**config.mk**
```make
export PLATFORM = sky130hd
export DESIGN_NAME = zports_top
export DESIGN_NICKNAME = d
export VERILOG_FILES = /design/src/hw/zport_pkg.sv /design/src/hw/zbus_decode.sv /design/src/hw/zport_paging.sv /design/src/hw/zport_xt_regs.sv /design/src/hw/zport_audio.sv /design/src/hw/zport_rdmux.sv /design/src/hw/zports_top.sv
export SDC_FILE = /design/constraint.sdc
export NUM_CORES = 1
export LEC_CHECK = 0
export ABC_AREA = 0
export BUFFER_PORTS_ARGS = -buffer_cell sky130_fd_sc_hd__buf_2
export CAP_MARGIN = 20
export CORE_ASPECT_RATIO = 0.7
export CORE_MARGIN = 2
export CORE_UTILIZATION = 55
export CTS_CLUSTER_DIAMETER = 30
export DETAILED_ROUTE_END_ITERATION = 16
export PLACE_DENSITY = 0.94
export SLEW_MARGIN = 25
export SYNTH_ARGS = -nofsm -noshare
export SYNTH_HDL_FRONTEND = slang
export SYNTH_SLANG_ARGS = --single-unit
```
**constraint.sdc**
```tcl
create_clock -name zclk -period 6.3 [get_ports zclk]
set_input_delay 0.63 -clock zclk [delete_from_list [all_inputs] [get_ports zclk]]
set_output_delay 0.63 -clock zclk [all_outputs]
set_load 0.03 [all_outputs]
```
**src/hw/zport_pkg.sv**
```systemverilog
package zport_pkg;

	typedef logic [7:0] byte_t;

	//////////////////////////////
	// port addresses

	localparam byte_t port_fe = 8'hFE;  // border, beeper, keys
	localparam byte_t port_fd = 8'hFD;
	localparam byte_t port_f7 = 8'hF7;
	localparam byte_t port_ef = 8'hEF;  // xt read-back
	localparam byte_t port_0f = 8'h0F;
	localparam byte_t port_1f = 8'h1F;  // soundrive 1 on write, joystick on read
	localparam byte_t port_4f = 8'h4F;
	localparam byte_t port_5f = 8'h5F;
	localparam byte_t port_fb = 8'hFB;  // covox
	localparam byte_t port_dd = 8'hDD;  // covox, second address
	localparam byte_t port_df = 8'hDF;  // mouse

	localparam logic [15:0] port_xt = 16'h55FF;  // full 16-bit match

	localparam byte_t xt_unlock_default = 8'hAA;

	//////////////////////////////
	// decoded port of the current access

	typedef enum logic [3:0] {
		sel_none,
		sel_fe,
		sel_7ffd,
		sel_fd_other,
		sel_eff7,
		sel_f7_other,
		sel_xt,
		sel_xtrd,
		sel_sd0,
		sel_sd1_kjoy,
		sel_sd2,
		sel_sd3,
		sel_covox,
		sel_mouse
	} port_sel_e;

	// xt register numbers, only some of them are implemented here
	typedef enum logic [7:0] {
		xborder   = 8'h00,
		sysconfig = 8'h01,
		romconfig = 8'h02,
		vpage     = 8'h03,
		page00    = 8'h04,
		page01    = 8'h05,
		page10    = 8'h06,
		page11    = 8'h07,
		vconfig   = 8'h08,
		paladdr   = 8'h09,
		paldata   = 8'h0A,
		sfaddr    = 8'h0B,
		sfdata    = 8'h0C
	} xt_reg_e;

	typedef enum logic [1:0] {
		xt_locked,
		xt_addr_phase,
		xt_data_phase
	} xt_state_e;

endpackage

```
**src/hw/zbus_decode.sv**
```systemverilog
`timescale 1ns/1ps

module zbus_decode (
	input  logic                  zclk,
	input  logic                  rst_n,
	input  logic [15:0]           a,
	input  logic                  iorq_n,
	input  logic                  rd_n,
	input  logic                  wr_n,
	output logic                  port_wr,
	output logic                  port_rd,
	output zport_pkg::port_sel_e  sel,
	output logic                  porthit
);

	import zport_pkg::*;

	logic  iowr_reg;  // io write seen last cycle
	logic  iord_reg;
	logic  iowr_now;
	logic  iord_now;
	byte_t loa;

	assign loa = a[7:0];

	assign iowr_now = ~(iorq_n | wr_n);
	assign iord_now = ~(iorq_n | rd_n);

	//////////////////////////////
	// one strobe per io cycle

	always_ff @(posedge zclk or negedge rst_n)
	begin
		if (!rst_n)
		begin
			iowr_reg <= 1'b0;
			iord_reg <= 1'b0;
			port_wr  <= 1'b0;
			port_rd  <= 1'b0;
		end
		else
		begin
			iowr_reg <= iowr_now;
			iord_reg <= iord_now;
			port_wr  <= iowr_now & ~iowr_reg;  // rising edge of the cycle only
			port_rd  <= iord_now & ~iord_reg;
		end
	end

	//////////////////////////////
	// address decode

	always_comb
	begin
		case (loa)
			port_fe: sel = sel_fe;
			port_fd: sel = a[15] ? sel_fd_other : sel_7ffd;  // 7ffd needs a15 low
			port_f7: sel = a[12] ? sel_f7_other : sel_eff7;  // eff7 needs a12 low
			port_ef: sel = sel_xtrd;
			port_0f: sel = sel_sd0;
			port_1f: sel = sel_sd1_kjoy;
			port_4f: sel = sel_sd2;
			port_5f: sel = sel_sd3;
			port_fb,
			port_dd: sel = sel_covox;
			port_df: sel = sel_mouse;
			default:
			begin
				if (a == port_xt)
					sel = sel_xt;
				else
					sel = sel_none;
			end
		endcase
	end

	// 55FF is handled internally but does not claim the bus
	assign porthit = (sel != sel_none) && (sel != sel_xt);

endmodule

```
**src/hw/zport_paging.sv**
```systemverilog
`timescale 1ns/1ps

module zport_paging (
	input  logic                  zclk,
	input  logic                  rst_n,
	input  logic                  port_wr,
	input  zport_pkg::port_sel_e  sel,
	input  zport_pkg::byte_t      din,
	output zport_pkg::byte_t      p7ffd,
	output zport_pkg::byte_t      peff7,
	output logic                  pent1m_rom,
	output logic [5:0]            pent1m_page,
	output logic                  pent1m_1m_on,
	output logic                  pent1m_ram0_0
);

	import zport_pkg::*;

	byte_t p7ffd_raw;
	byte_t peff7_raw;
	logic  block1m;    // eff7 bit 2
	logic  block7ffd;  // 48k lock honoured only in 128k mode

	assign block1m   = peff7_raw[2];
	assign block7ffd = p7ffd_raw[5] & block1m;

	//////////////////////////////
	// 7ffd

	always_ff @(posedge zclk or negedge rst_n)
	begin
		if (!rst_n)
			p7ffd_raw <= '0;
		else if (port_wr && (sel == sel_7ffd) && !block7ffd)
			p7ffd_raw <= din;  // 2..0 page, 3 screen, 4 rom, 5 lock, 7..6 high page
	end

	//////////////////////////////
	// eff7

	always_ff @(posedge zclk or negedge rst_n)
	begin
		if (!rst_n)
			peff7_raw <= '0;
		else if (port_wr && (sel == sel_eff7))
			peff7_raw <= din;
	end

	always_comb
	begin
		p7ffd = p7ffd_raw;
		peff7 = peff7_raw;
		if (block1m)
		begin
			p7ffd[7:5] = 3'b000;  // high page bits meaningless in 128k mode
			peff7[6]   = 1'b0;
			peff7[3:1] = 3'b000;
		end
	end

	assign pent1m_page   = {p7ffd_raw[7:5], p7ffd_raw[2:0]};
	assign pent1m_rom    = p7ffd_raw[4];
	assign pent1m_1m_on  = ~peff7_raw[2];
	assign pent1m_ram0_0 = peff7_raw[3];

endmodule

```
**src/hw/zport_xt_regs.sv**
```systemverilog
`timescale 1ns/1ps

module zport_xt_regs #(
	parameter zport_pkg::byte_t xt_unlock_key = zport_pkg::xt_unlock_default
) (
	input  logic                  zclk,
	input  logic                  rst_n,
	input  logic                  port_wr,
	input  zport_pkg::port_sel_e  sel,
	input  zport_pkg::byte_t      din,
	output logic [5:0]            border,
	output zport_pkg::byte_t      vcfg,
	output zport_pkg::byte_t      sp_wa,
	output logic [5:0]            sp_wd,
	output logic                  sp_ws,
	output zport_pkg::byte_t      sf_wa,
	output zport_pkg::byte_t      sf_wd,
	output logic                  sf_ws,
	output zport_pkg::byte_t      xt_rdata
);

	import zport_pkg::*;

	xt_state_e xt_state;
	xt_reg_e   xt_addr;     // register number from the address phase
	logic      xt_wr;
	logic      xt_data_wr;  // final write of the sequence
	logic      fe_wr;

	assign xt_wr      = port_wr && (sel == sel_xt);
	assign xt_data_wr = xt_wr && (xt_state == xt_data_phase);
	assign fe_wr      = port_wr && (sel == sel_fe);

	//////////////////////////////
	// 55ff sequence: key, address, data

	always_ff @(posedge zclk or negedge rst_n)
	begin
		if (!rst_n)
		begin
			xt_state <= xt_locked;
			xt_addr  <= xborder;
		end
		else if (xt_wr)
		begin
			case (xt_state)
				xt_locked:
				begin
					if (din == xt_unlock_key)
						xt_state <= xt_addr_phase;
				end
				xt_addr_phase:
				begin
					xt_addr  <= xt_reg_e'(din);
					xt_state <= xt_data_phase;
				end
				default:
					xt_state <= xt_locked;  // data phase done
			endcase
		end
		else if (port_wr)
			xt_state <= xt_locked;  // any other port breaks the sequence
	end

	//////////////////////////////
	// register writes

	always_ff @(posedge zclk or negedge rst_n)
	begin
		if (!rst_n)
		begin
			border <= '0;
			vcfg   <= '0;
			sp_wa  <= '0;
			sp_wd  <= '0;
			sf_wa  <= '0;
			sf_wd  <= '0;
		end
		else if (fe_wr)
			border <= {din[1], 1'b0, din[2], 1'b0, din[0], 1'b0};  // grb spread out
		else if (xt_data_wr)
		begin
			case (xt_addr)
				xborder: border <= din[5:0];
				vconfig: vcfg   <= din;
				paladdr: sp_wa  <= din;
				paldata: sp_wd  <= din[5:0];
				sfaddr:  sf_wa  <= din;
				sfdata:  sf_wd  <= din;
				default: ;
			endcase
		end
	end

	// write strobes to palette and sprite memory
	always_ff @(posedge zclk or negedge rst_n)
	begin
		if (!rst_n)
		begin
			sp_ws <= 1'b0;
			sf_ws <= 1'b0;
		end
		else
		begin
			sp_ws <= xt_data_wr && (xt_addr == paldata);
			sf_ws <= xt_data_wr && (xt_addr == sfdata);
		end
	end

	// only border reads back for now
	assign xt_rdata = (xt_addr == xborder) ? {2'b00, border} : 8'hFF;

endmodule

```
**src/hw/zport_audio.sv**
```systemverilog
`timescale 1ns/1ps

module zport_audio (
	input  logic                  zclk,
	input  logic                  rst_n,
	input  logic                  port_wr,
	input  zport_pkg::port_sel_e  sel,
	input  zport_pkg::byte_t      din,
	output zport_pkg::byte_t      psd0,
	output zport_pkg::byte_t      psd1,
	output zport_pkg::byte_t      psd2,
	output zport_pkg::byte_t      psd3
);

	import zport_pkg::*;

	byte_t beep;  // beeper bit as a full-scale sample

	assign beep = {8{din[4]}};

	//////////////////////////////
	// dac channels

	always_ff @(posedge zclk or negedge rst_n)
	begin
		if (!rst_n)
		begin
			psd0 <= '0;
			psd1 <= '0;
			psd2 <= '0;
			psd3 <= '0;
		end
		else if (port_wr)
		begin
			case (sel)
				sel_fe:
				begin
					psd0 <= beep;
					psd1 <= beep;
					psd2 <= beep;
					psd3 <= beep;
				end
				sel_covox:  // mono, all four together
				begin
					psd0 <= din;
					psd1 <= din;
					psd2 <= din;
					psd3 <= din;
				end
				sel_sd0:      psd0 <= din;
				sel_sd1_kjoy: psd1 <= din;
				sel_sd2:      psd2 <= din;
				sel_sd3:      psd3 <= din;
				default: ;
			endcase
		end
	end

endmodule

```
**src/hw/zport_rdmux.sv**
```systemverilog
`timescale 1ns/1ps

module zport_rdmux (
	input  zport_pkg::port_sel_e  sel,
	input  logic                  porthit,
	input  logic                  iorq_n,
	input  logic                  rd_n,
	input  logic [4:0]            keys_in,
	input  logic                  tape_read,
	input  logic [4:0]            kj_in,
	input  zport_pkg::byte_t      mus_in,
	input  zport_pkg::byte_t      xt_rdata,
	output zport_pkg::byte_t      dout,
	output logic                  dataout
);

	import zport_pkg::*;

	//////////////////////////////
	// read data

	always_comb
	begin
		case (sel)
			sel_fe:
				dout = {1'b1, tape_read, 1'b0, keys_in};  // keys active low
			sel_sd1_kjoy:
				dout = {3'b000, kj_in};
			sel_mouse:
				dout = mus_in;
			sel_xtrd:
				dout = xt_rdata;
			default:
				dout = 8'hFF;  // f7 and unbacked ports float high
		endcase
	end

	// drive the cpu data bus only on our own read cycles
	assign dataout = porthit & ~iorq_n & ~rd_n;

endmodule

```
**src/hw/zports_top.sv**
```systemverilog
`timescale 1ns/1ps

module zports_top #(
	parameter zport_pkg::byte_t xt_unlock_key = zport_pkg::xt_unlock_default
) (
	input  logic              zclk,
	input  logic              rst_n,
	input  logic [15:0]       a,
	input  zport_pkg::byte_t  din,
	input  logic              iorq_n,
	input  logic              rd_n,
	input  logic              wr_n,
	input  logic [4:0]        keys_in,
	input  logic              tape_read,
	input  logic [4:0]        kj_in,
	input  zport_pkg::byte_t  mus_in,
	output zport_pkg::byte_t  dout,
	output logic              dataout,
	output logic              porthit,
	output zport_pkg::byte_t  p7ffd,
	output zport_pkg::byte_t  peff7,
	output logic              pent1m_rom,
	output logic [5:0]        pent1m_page,
	output logic              pent1m_1m_on,
	output logic              pent1m_ram0_0,
	output logic [5:0]        border,
	output zport_pkg::byte_t  vcfg,
	output zport_pkg::byte_t  sp_wa,
	output logic [5:0]        sp_wd,
	output logic              sp_ws,
	output zport_pkg::byte_t  sf_wa,
	output zport_pkg::byte_t  sf_wd,
	output logic              sf_ws,
	output zport_pkg::byte_t  psd0,
	output zport_pkg::byte_t  psd1,
	output zport_pkg::byte_t  psd2,
	output zport_pkg::byte_t  psd3
);

	import zport_pkg::*;

	logic      port_wr;
	port_sel_e sel;
	byte_t     xt_rdata;

	//////////////////////////////
	// bus side

	zbus_decode u_decode (
		.zclk    (zclk),
		.rst_n   (rst_n),
		.a       (a),
		.iorq_n  (iorq_n),
		.rd_n    (rd_n),
		.wr_n    (wr_n),
		.port_wr (port_wr),
		.port_rd (),         // no read side effects in this block
		.sel     (sel),
		.porthit (porthit)
	);

	//////////////////////////////
	// register blocks

	zport_paging u_paging (
		.zclk          (zclk),
		.rst_n         (rst_n),
		.port_wr       (port_wr),
		.sel           (sel),
		.din           (din),
		.p7ffd         (p7ffd),
		.peff7         (peff7),
		.pent1m_rom    (pent1m_rom),
		.pent1m_page   (pent1m_page),
		.pent1m_1m_on  (pent1m_1m_on),
		.pent1m_ram0_0 (pent1m_ram0_0)
	);

	zport_xt_regs #(
		.xt_unlock_key (xt_unlock_key)
	) u_xt_regs (
		.zclk     (zclk),
		.rst_n    (rst_n),
		.port_wr  (port_wr),
		.sel      (sel),
		.din      (din),
		.border   (border),
		.vcfg     (vcfg),
		.sp_wa    (sp_wa),
		.sp_wd    (sp_wd),
		.sp_ws    (sp_ws),
		.sf_wa    (sf_wa),
		.sf_wd    (sf_wd),
		.sf_ws    (sf_ws),
		.xt_rdata (xt_rdata)
	);

	zport_audio u_audio (
		.zclk    (zclk),
		.rst_n   (rst_n),
		.port_wr (port_wr),
		.sel     (sel),
		.din     (din),
		.psd0    (psd0),
		.psd1    (psd1),
		.psd2    (psd2),
		.psd3    (psd3)
	);

	zport_rdmux u_rdmux (
		.sel       (sel),
		.porthit   (porthit),
		.iorq_n    (iorq_n),
		.rd_n      (rd_n),
		.keys_in   (keys_in),
		.tape_read (tape_read),
		.kj_in     (kj_in),
		.mus_in    (mus_in),
		.xt_rdata  (xt_rdata),
		.dout      (dout),
		.dataout   (dataout)
	);

endmodule

```
* Yosys cells after proc, flatten, opt, wreduce, memory -nomap -nowiden
Cells that the tools add are included.
Cells by class: muxes and demuxes 20, equality and inequality tests 33, bitwise gates (word level) 11, reductions and logical operators 37
Operators with widths (number):
- $eq 8x8->1 const B | 8
- $pmux 8 s2 | 4
- $eq 8x4->1 const B | 6
- $pmux 4 s10 | 1
- $pmux 8 s4 | 1
- $eq 4x4->1 const B | 6
- $mux 6 | 3
- $eq 16x15->1 const B | 1
- $eq 8x7->1 const B | 2
- $reduce_and 3->1 | 5
- $reduce_and 2->1 | 7
- $reduce_bool 2->1 | 7
- $eq 4x3->1 const B | 3
- $reduce_or 2->1 | 5
- $logic_and 1x1->1 | 9
- $mux 3 | 3
- $eq 8x5->1 const B | 1
- $logic_not 8->1 | 1
- $mux 8 | 1
- $mux 2 | 3
- $not 1->1 | 6
- $and 1x1->1 | 4
- $eq 4x1->1 const B | 1
- $eq 4x2->1 const B | 1
- 10 further kinds | 12
Storage, ports and cells: input port bits 48, register bits after elaboration 106, logic and storage cells 119, output and inout bits 113

* Logic depth before layout (Yosys ltp)
Gate-level depths: netlist of run 1.
depth after elaboration 8, gate-level depth with buffers 10, mapped depth without buffers 7

* Hierarchy
Synthesis of run 1 repeated with hierarchy kept, for this count alone.
Unflattened totals: cell total of the unflattened synthesis 462, area, all modules 5474.0 sq um
By module, submodules not included:
- zport_xt_regs | cells each 168, sequential area each 1401.3 sq um, times used 1, area an instance 2388.5 sq um
- zport_audio | cells each 155, sequential area each 800.8 sq um, times used 1, area an instance 1612.8 sq um
- zport_paging | cells each 53, sequential area each 400.4 sq um, times used 1, area an instance 750.7 sq um
- zbus_decode | cells each 50, sequential area each 100.1 sq um, times used 1, area an instance 436.7 sq um
- zport_rdmux | cells each 36, sequential area each 0.0 sq um, times used 1, area an instance 285.3 sq um

* Worst setup path after synthesis of run 1
No wires, ideal clock.
path type input-to-output, from input a[3], to output dout[0], setup slack 3033 ps, data arrival time 2637 ps, stages 8, path buffers 1, required time 5670 ps, path through clkbuf_1 > and3_1 > o2111ai_1 > and2_1 > a21bo_2 > and2_1 > o31ai_2 > nand3_1
Between the ends: longest elaborated chain between the ends 5, elaborated cells on any way between the ends 20, those cells by class eq/ne: 16; mux: 3; reduce/logical: 1
RTL lines:
- start, declared | line zports_top.sv:8 | input logic [15:0] a,
- $eq 16x15->1 / $eq 8x8->1 (equally long branches) | line zbus_decode.sv:69, zbus_decode.sv:55
- $mux 3 / $reduce_or 2->1 (equally long branches)
- $pmux 4 s10 * | line zbus_decode.sv:55 | case (loa)
- $eq 4x3->1, or another cell as far along | line zport_rdmux.sv:24 | case (sel)
- $pmux 8 s4 * | line zport_rdmux.sv:24
- end, declared | line zports_top.sv:17 | output zport_pkg::byte_t dout,
Every way passes the cells marked *; elsewhere a longest branch is shown, timed or not.

* Worst setup path in the final report of run 1
from input a[2], to output dout[7]
The elaborated chain is that of the path after synthesis.

==> results of run 1 <==
==> synthesized netlist by cell type, drive strengths merged (12+ instances only) <==
library cell and number:
clkbuf 21, nor2 29, mux2i 12, nand3 23, buf 16, mux2 52
o21ai 29, a21oi 13, nand2 41, a221o 14, inv 16, dfrtp 106
==> cells by family after synthesis <==
logic type,count (synthesis),synth area share
XOR/XNOR,4,0.00685
AO/OA/AOI/OAI,91,0.127
AND/OR/NAND/NOR,154,0.161
multiplexers,64,0.138
flip-flops,106,0.518
other,1,0.000733
buffers and inverters,53,0.0477
==> report_power, final <==
part | internal, mW | total (mW) | leakage [nW] | switching (mW)
Sequential | 0.707 | 0.725 | 1.43 | 0.0178
Clock | 0.280 | 0.531 | 0.135 | 0.252
Combinational | 0.0606 | 0.203 | 1.63 | 0.143
==> worst max-delay path: stages <==
cell and delay (ps):
buf_2 170, and3b_1 200, o2111ai_1 410, and2_1 300, nand3_1 170, and2_1 210
o31ai_2 590, nand3_1 150, buf_2 220
==> routing by layer <==
layer	wire [µm]	track usage
met1	5760	0.388
met2	6490	0.460
met3	1540	0.0992
met4	335	0.0963
met5	0	0
==> final cells by class <==
class / count / area [µm²] / area share
Sequential cell: 106 / 2650 / 0.429
Inverter: 16 / 60.1 / 0.00970
Multi-Input combinational cell: 314 / 2230 / 0.360
Tap cell: 124 / 155 / 0.0251
Timing Repair Buffer: 161 / 813 / 0.131
Clock buffer: 10 / 239 / 0.0386
Clock inverter: 5 / 38.8 / 0.00627
==> worst max path at each step <==
stage	start	to	slack, ps	cells after the start
2_1_floorplan	a[3]	dout[0]	3030	8
3_3_place_gp	a[2]	dout[2]	2890	9
3_5_place_dp	a[2]	dout[4]	2700	9
4_1_cts	a[2]	dout[4]	2700	9
5_1_grt	a[2]	dout[2]	2440	9
6_report	a[2]	dout[7]	2590	9
==> through the flow <==
| step | cell area [µm²] | power (mW) | util | cells | setup WS, ps |
|---|---|---|---|---|---|
| 2_1_floorplan | 5120 | 0.866 | - | 473 | 3030 |
| 3_3_place_gp | 5900 | 0.932 | 0.651 | 721 | 2890 |
| 3_5_place_dp | 5900 | 0.940 | 0.651 | 721 | 2700 |
| 4_1_cts | 6180 | 1.47 | 0.681 | 736 | 2700 |
| 5_1_grt | 6190 | 1.52 | 0.682 | 736 | 2440 |
| 6_report | 6190 | 1.46 | 0.682 | 736 | 2590 |
==> metrics.txt, run 1 <==
fmax=between 200 and 300 MHz; CTS tree=done; hpwl dp=between 10 and 15 mm; Mapped Cells=between 400 and 500; share of cells above drive strength 1=0.399; Leak Pwr=around 3.2 nW; commonest non-fill, non-tap cells in the layout=buf_2 (158), dfrtp_1 (106), mux2_2 (51); Initial Util=0.564; area leader, netlist=dfrtp_1; Arr. time, crit path=between 3000 and 4000 ps; top cells by area in the synthesized netlist=dfrtp_1 (52%), mux2_2 (11%), nand2_1 (3.0%); Max Clock Skew=6.93 ps; Routed wire per std cell=19.2 µm; first-pass GRT wire length=~23 mm; syn nets=about 520; Hold Path Class=input port to async pin; site row count=29; DRT Pass-1 Iters=5; FF-to-FF End=u_xt_regs.border[5]; Cell Pwr Density=about 240 nW/µm²; antenna violations before repair=0; Die Ht=84.7 µm; prevailing post-synth register cell=dfrtp_1; clk sinks=~110; setup_tns=0 ps; RSZ-0062 raised after global routing=no; Worst-Skew Late Latency=roughly 350 ps; Worst Path Max Fanout=9; DRC Markers=0; EDFF count, synth=0; Ys Warns=0; Seq/Total Area, Yosys=0.518; vias in the first global route=~4400; Routed WL=about 14 mm; via count=between 4000 and 5000; Tmin final=3710 ps; maximum VDD drop=~0.18 mV; RePlAce Congestion=about 0.96; CP Capture Type=primary output; cts bufs inserted=9; port bufs=roughly 160; synth unique cells=57; buffer levels on the longest clock path=2; pin count of the biggest net entering global routing=between 70 and 80; Clock transition at path regs=70 ps; Cell Area, Synth=just over 5000 µm²; share of the synthesized area in the top cell type=0.518; CTS Hold Bufs=0; DIE WIDTH=between 100 and 150 µm; Worst Max-Slew Pin Slew=slightly below 900 ps; Rel. slew slack=0.415; worst hold slack=roughly 220 ps; CP required=about 5700 ps; post-route clock period utilization=0.588; Pins Over Slew Limit=0; Post-CTS Resized=0; I/O Pins=approximately 160; R2R Path Start=u_xt_regs.xt_addr[5]; # H-tree levels=3; Final nets=between 600 and 700; status=finished clean; max-capacitance violation count=0; slack of the worst reg-to-reg path=approximately 3500 ps; Seq cells post-synth=between 100 and 150; fillcell total=between 600 and 700; Root Driver=clkbuf_16; Syn Area/Cell=~11 µm²; grt total ovfl=0; Setup crit start kind=input port; most common cell after layout, fill and taps aside=buf_2; endpoints failing hold=0; via/cell ratio=roughly 6.1; async set-reset flop share out of synthesis=1.00; Antenna Nets Post-Route=0; # diodes=0; Core ar.=between 9000 and 10000 µm²; die area=10100 µm²; area grow syn2layout=20.9%; crit path kind=input port to primary output; initial detailed-routing violation count=460; # setup viols final=0; setup repair bufs after CTS=0; All-Layer GR Usage=0.293; worst reg-to-reg path cell count=6
(Power assumes the default switching activity.)
==> inputs of run 2 (changes only) <==
--- a/config.mk
+++ b/config.mk
@@ -5,15 +5,15 @@
 export SDC_FILE = /design/constraint.sdc
 export NUM_CORES = 1
 export LEC_CHECK = 0
-export ABC_AREA = 0
+export ABC_AREA = 1
 export BUFFER_PORTS_ARGS = -buffer_cell sky130_fd_sc_hd__buf_2
 export CAP_MARGIN = 20
 export CORE_ASPECT_RATIO = 0.7
 export CORE_MARGIN = 2
-export CORE_UTILIZATION = 55
+export CORE_UTILIZATION = 52
 export CTS_CLUSTER_DIAMETER = 30
 export DETAILED_ROUTE_END_ITERATION = 16
-export PLACE_DENSITY = 0.94
+export PLACE_DENSITY = 0.9
 export SLEW_MARGIN = 25
 export SYNTH_ARGS = -nofsm -noshare
 export SYNTH_HDL_FRONTEND = slang
==> constraint.sdc (replaced) <==
create_clock -name zclk -period 3.72 [get_ports zclk]
set_input_delay 0.372 -clock zclk [delete_from_list [all_inputs] [get_ports zclk]]
set_output_delay 0.372 -clock zclk [all_outputs]
set_load 0.03 [all_outputs]
==> metrics.txt, run 2 <==
cts bufs inserted=9 (unchanged); Die Ht=88.2 µm (+4.1%); setup slack at placement=1050 ps (-1650 ps); Ys Warns=0 (unchanged); first-pass GRT wire length=23.9 mm (+4.2%); Leak Pwr=3.49 nW (+9.3%); vias in the first global route=4668 (+6.8%); sequential share of power=0.483 (-0.014); CTS tree=done; Compound-Gate Fraction of Synth Area=0.121 (-0.00639); area leader, netlist=dfrtp_1; Post-CTS Resized=0 (unchanged); Clock transition at path regs=70 ps (about the same); Gate power share=0.162 (+0.023); Rel. slew slack=0.448 (+0.0325); CP Capture Type=primary output; Seq cells post-synth=106 (unchanged); most common cell after layout, fill and taps aside=buf_2; cell family with most CP delay=simple AND/OR/NAND/NOR gates; async set-reset flop share out of synthesis=1.00 (unchanged); DRT Pass-1 Iters=5 (unchanged); Initial Util=0.539 (-0.0248); prevailing post-synth register cell=dfrtp_1; max-capacitance violation count=0 (unchanged); Highest Signal Layer=met4; Seq/Total Area, Yosys=0.504 (-0.0144); # H-tree levels=3 (unchanged); Pins Over Slew Limit=0 (unchanged); post-route clock period utilization=0.735; Arr. time, crit path=2360 ps (-720 ps); worst reg-to-reg path cell count=5 (-1); max incr delay on CP=450 ps (-140 ps); port bufs=159 (unchanged); share of the synthesized area in the top cell type=0.504 (-0.0144); share of cells above drive strength 1=0.325 (-0.0742); Worst Max-Slew Pin Slew=828 ps (-48.8 ps); Syn Area/Cell=8.76 µm² (-19%); hpwl dp=11.0 mm (+8.7%); RePlAce Congestion=0.923 (-4.2%); worst hold slack=58.2 ps (-161 ps); buffers and inverters on the worst path=2 (unchanged); commonest non-fill, non-tap cells in the layout=buf_2 (158), nand2_1 (149), dfrtp_1 (106); Switching Fraction=0.305 (+0.0225); Tmin final=~2700 ps; status=finished clean; # setup viols final=0 (unchanged); post-synthesis mux area share=0.0299 (-0.108); maximum VDD drop=0.270 mV (+48%); Cell Area, Synth=5270 µm² (+2.9%); XOR/XNOR share of the synthesized area=0 (-0.00684); DRC Markers=0 (unchanged); largest family of logic cells by synthesized area=simple AND/OR/NAND/NOR gates; grt total ovfl=0 (unchanged); buffer levels on the longest clock path=2 (unchanged); Max stage delay cell, worst path=nor2_2; initial detailed-routing violation count=405 (-12%); top cells by area in the synthesized netlist=dfrtp_1 (50%), nand2_1 (11%), nor2_1 (4.0%); Core ar.=9760 µm² (+7.6%); fmax=366 MHz; Worst-Skew Late Latency=340 ps (about the same); CP required=3350 ps (-2320 ps); I/O Pins=161 (unchanged); wl on met1=6.10 mm (+5.9%); CTS Hold Bufs=0 (unchanged); Final nets=799 (+22%); endpoints failing hold=0 (unchanged); Crit path depth=8 (-1); P_int=1.81 mW (+73%); clk sinks=106 (unchanged); via count=4855 (+8.9%); area grow syn2layout=21.2%; Routed WL=14.9 mm (+5.6%); wire length on met3=1.57 mm (+1.6%); pin count of the biggest net entering global routing=84 (+18%); Setup crit start kind=input port; Routed wire per std cell=16.9 µm (-12%); top cells by count, synth=nand2_1 (149), dfrtp_1 (106), nor2_1 (56); Mapped Cells=601 (+27%); overall power=2.60 mW (+78%); top-count cell post-synth=nand2_1; RSZ-0062 raised after global routing=no; total net switching power=794 µW (+93%); Setup WS post-layout=987 ps (-1610 ps); DR WL met2=7.05 mm (+8.7%); fin area=6380 µm² (+3.1%); Antenna Nets Post-Route=0 (unchanged); crit path kind=input port to primary output; placed cell area=6090 µm² (+3.2%); Cell Pwr Density=408 nW/µm² (+73%); Synth Area in Simple Gates=0.282 (+0.120); site row count=30 (+3.4%); EDFF count, synth=0 (unchanged); Clk pwr share=0.355 (-0.009); DIE WIDTH=124 µm (+4.2%); fillcell total=836 (+20%); Root Driver=clkbuf_16; synth unique cells=40 (-30%); setup repair bufs after CTS=0 (unchanged); die area=11000 µm² (+8.4%); All-Layer GR Usage=0.278 (-0.0149); antenna violations before repair=1 (+1); setup_tns=0 ps (unchanged); CP Cell Sequence=buf_2, nand2_1, nor2_2, nand2_1, nand4_1, a21boi_0, nand4_1, buf_2; Worst Path Max Fanout=13 (+4); Hold Path Class=input port to async pin; Post-Synth Adder-Cell Area=0 (unchanged); Max Clock Skew=5.81 ps (-1.12 ps); syn nets=649 (+25%); via/cell ratio=5.49 (-9.4%)
## run 2: final cells by class
class / instances / area, µm² / area share
multi-input cells: 423 / 2280 / 0.357
inverters: 51 / 191 / 0.0300
clock buffers: 10 / 239 / 0.0374
repair buffers: 160 / 810 / 0.127
flip-flops and latches: 106 / 2650 / 0.416
diodes: 1 / 2.50 / 0.000392
clock inverters: 5 / 47.5 / 0.00745
well taps: 128 / 160 / 0.0251
## run 2: layer usage
| layer | global-route usage | vias to the layer above |
|---|---|---|
| li1 | - | 2281 |
| met1 | 0.354 | 2326 |
| met2 | 0.465 | 227 |
| met3 | 0.0929 | 21 |
| met4 | 0.0766 | 0 |
| met5 | 0 | - |
## run 2: cell families (layout without fill, tap and decap cells)
family,after synthesis,in the layout
flops,106,106
other cells,1,2
compound gates,113,113
buf+inv,72,226
mux,14,14
simple gates,295,295
## run 2: stage by stage
step	instances	util
3_5_place_dp	868	0.624
3_3_place_gp	868	0.624
5_1_grt	883	0.654
4_1_cts	883	0.653
6_report	884	0.654
2_1_floorplan	601	-
## run 2: power by group through the flow
stage / registers (mW) / logic (mW) / clock network [mW]
floorplan: 1.36 / 0.184 / 0
global placement: 1.28 / 0.412 / 0
detailed placement: 1.28 / 0.421 / 0
CTS: 1.26 / 0.422 / 0.932
global route: 1.26 / 0.454 / 0.979
finish: 1.26 / 0.421 / 0.923
## run 2: worst paths after layout
| path | start | to | slack (ps) |
|---|---|---|---|
| setup reg to reg | u_decode.port_wr | u_xt_regs.vcfg[2] | 1450 |
| min in group zclk | wr_n | u_decode.iowr_reg | 210 |
| hold / removal | rst_n | u_xt_regs.sp_wd[4] | 60 |
| hold reg to reg | u_decode.iowr_reg | u_decode.port_wr | 410 |
| setup / recovery | a[2] | dout[0] | 990 |
| max in group asynchronous | rst_n | u_xt_regs.sp_wa[2] | 2840 |
## run 2: worst reg2reg max path, stage by stage (launching register included)
cell	delay (ps)
dfrtp_1	880
inv_1	370
nor2_8	330
nand4_4	320
nand2_1	200
o21ai_2	60
==> inputs of run 3 (changes only) <==
--- a/config.mk
+++ b/config.mk
@@ -5,15 +5,15 @@
 export SDC_FILE = /design/constraint.sdc
 export NUM_CORES = 1
 export LEC_CHECK = 0
-export ABC_AREA = 1
+export ABC_AREA = 0
 export BUFFER_PORTS_ARGS = -buffer_cell sky130_fd_sc_hd__buf_2
 export CAP_MARGIN = 20
 export CORE_ASPECT_RATIO = 0.7
 export CORE_MARGIN = 2
-export CORE_UTILIZATION = 52
+export CORE_UTILIZATION = 51
 export CTS_CLUSTER_DIAMETER = 30
 export DETAILED_ROUTE_END_ITERATION = 16
-export PLACE_DENSITY = 0.9
+export PLACE_DENSITY = 0.89
 export SLEW_MARGIN = 25
 export SYNTH_ARGS = -nofsm -noshare
 export SYNTH_HDL_FRONTEND = slang
==> constraint.sdc (replaced) <==
create_clock -name zclk -period 2.75 [get_ports zclk]
set_input_delay 0.275 -clock zclk [delete_from_list [all_inputs] [get_ports zclk]]
set_output_delay 0.275 -clock zclk [all_outputs]
set_load 0.03 [all_outputs]
==> metrics.txt, run 3 (synthesis results as in run 1) <==
vias in the first global route=4195 (-10%); CP required=2480 ps (-870 ps); # setup viols final=8 (+8); failing checks=negative setup slack; cell family with most CP delay=simple AND/OR/NAND/NOR gates; Pins Over Slew Limit=0 (unchanged); share of cells above drive strength 1=0.442 (+0.118); fmax=341 MHz; Initial Util=0.527 (-0.0130); Routed wire per std cell=19.0 µm (+13%); placed cell area=6070 µm² (-0.33%); Die Ht=87.8 µm (-0.42%); site row count=30 (unchanged); Setup crit start kind=register; RePlAce Congestion=1.02 (+10%); grt total ovfl=0 (unchanged); Worst-Skew Late Latency=350 ps (about the same); pin count of the biggest net entering global routing=55 (-35%); via count=4524 (-6.8%); post-route clock period utilization=1.07; dpl cells=745 (-14%); Worst Path Max Fanout=6 (-7); slack of the worst reg-to-reg path=90 ps (-1360 ps); Final nets=681 (-15%); # diodes=0 (-1); Hold Path Class=input port to register; maximum VDD drop=0.385 mV (+43%); Root Driver=clkbuf_16; crit path kind=register to primary output; Core ar.=9720 µm² (-0.38%); clk sinks=106 (unchanged); Max Clock Skew=6.79 ps (+0.975 ps); Routed WL=14.6 mm (-2.5%); Max stage delay cell, worst path=or4_4; I/O Pins=161 (unchanged); Worst Hold Path Cells=2; most used cell, CP=or3_4; Finished Layout Cells=766 (-13%); DRT Pass-1 Iters=5 (unchanged); antenna violations before repair=0 (-1); area grow syn2layout=29.0%; Leak Pwr=3.40 nW (-2.5%); initial detailed-routing violation count=420 (+3.7%); Cell Pwr Density=563 nW/µm² (+38%); FF-to-FF End=u_xt_regs.border[1]; hold path start=wr_n; buffers and inverters on the worst path=1 (-1); worst reg-to-reg path cell count=8 (+3); Arr. time, crit path=2660 ps (+300 ps); Setup WS post-layout=-184 ps (-1170 ps); endpoints failing hold=0 (unchanged); die area=10900 µm² (-0.84%); All-Layer GR Usage=0.270 (-0.00847); DIE WIDTH=124 µm (-0.43%); via/cell ratio=5.91 (+7.5%); CP Cell Sequence=or4_4, or3_4, or3_4, nor2_4, nor2_2, a221oi_2, nand3_1, buf_6; overall power=3.72 mW (+43%); Rel. slew slack=0.499 (+0.0509); first-pass GRT wire length=22.0 mm (-7.8%); max-capacitance violation count=0 (unchanged); CP Capture Type=primary output; port bufs=159 (unchanged); R2R Path Start=u_xt_regs.xt_addr[5]; buffer levels on the longest clock path=2 (unchanged); DRC Markers=0 (unchanged); Clock transition at path regs=70 ps (about the same); Worst Max-Slew Pin Slew=747 ps (-80.5 ps); hpwl dp=10.2 mm (-7.1%); Antenna Nets Post-Route=0 (unchanged); # H-tree levels=3 (unchanged); fin area=6600 µm² (+3.4%); max incr delay on CP=530 ps (+80 ps); RSZ-0062 raised after global routing=yes; most common cell after layout, fill and taps aside=buf_2; worst hold slack=105 ps (+46.3 ps); commonest non-fill, non-tap cells in the layout=buf_2 (150), dfrtp_1 (106), mux2_2 (51); cts bufs inserted=9 (unchanged); CTS tree=done; Tmin final=slightly below 3000 ps; Hold EP=u_decode.iowr_reg; status=finished with violations
## run 3: changes by cell type in the layout (fill, tap and decap cells not counted), moves of 14 or more
cell	change
nor2_1	-31
a221o_1	+14
mux2_2	+38
inv_1	-34
buf_4	+26
nand2_1	-108
o21ai_1	-40
## run 3: power by group
part	internal, mW	switching, mW	leakage, nW
clock	1.01	0.564	0.179
sequential	1.62	0.0425	1.43
combinational	0.149	0.333	1.79
total	2.78	0.939	3.40
## run 3: worst max path at each step
stage | from | to | depth (start not counted)
floorplan | u_xt_regs.xt_addr[5] | dout[1] | 8
global placement | a[0] | dout[4] | 9
detailed placement | a[0] | dout[4] | 9
CTS | u_xt_regs.xt_addr[5] | dout[1] | 8
global route | u_xt_regs.xt_addr[5] | dout[1] | 8
finish | u_xt_regs.xt_addr[5] | dout[1] | 8
## run 3: timing repair
action | CTS | global route
resized for setup | 17 | 16
buffers inserted | 3 | 1
pin swaps | 0 | 7
hold buffers | 1 | 0
endpoints found under the hold margin | 45 | 0
setup endpoints to repair | 8 | 8
## run 3: through the flow
| step | TNS (ps) | setup WS (ps) | util |
|---|---|---|---|
| 5_1_grt | -1020 | -231 | 0.679 |
| 4_1_cts | -429 | -124 | 0.672 |
| 2_1_floorplan | 0 | 190 | - |
| 3_5_place_dp | 0 | 23.9 | 0.624 |
| 3_3_place_gp | 0 | 48.3 | 0.624 |
| 6_report | -595 | -184 | 0.679 |
## run 3: routing by layer
| layer | routed length [µm] | track usage | part of all wire | vias up |
|---|---|---|---|---|
| met1 | 6010 | 0.357 | 0.41 | 2221 |
| met3 | 1440 | 0.0944 | 0.099 | 28 |
| li1 | - | - | - | 2011 |
| met4 | 286 | 0.0795 | 0.020 | 0 |
| met2 | 6820 | 0.424 | 0.47 | 264 |
| met5 | 0 | 0 | 0 | - |
## run 3: layout make-up
cell class	count	area [µm²]
fill	719	3120
sequential	106	2650
multi-input combinational	314	2290
timing repair buffer	186	1060
clock buffer	10	239
tap	128	160
clock inverter	6	136
inverter	16	60.1
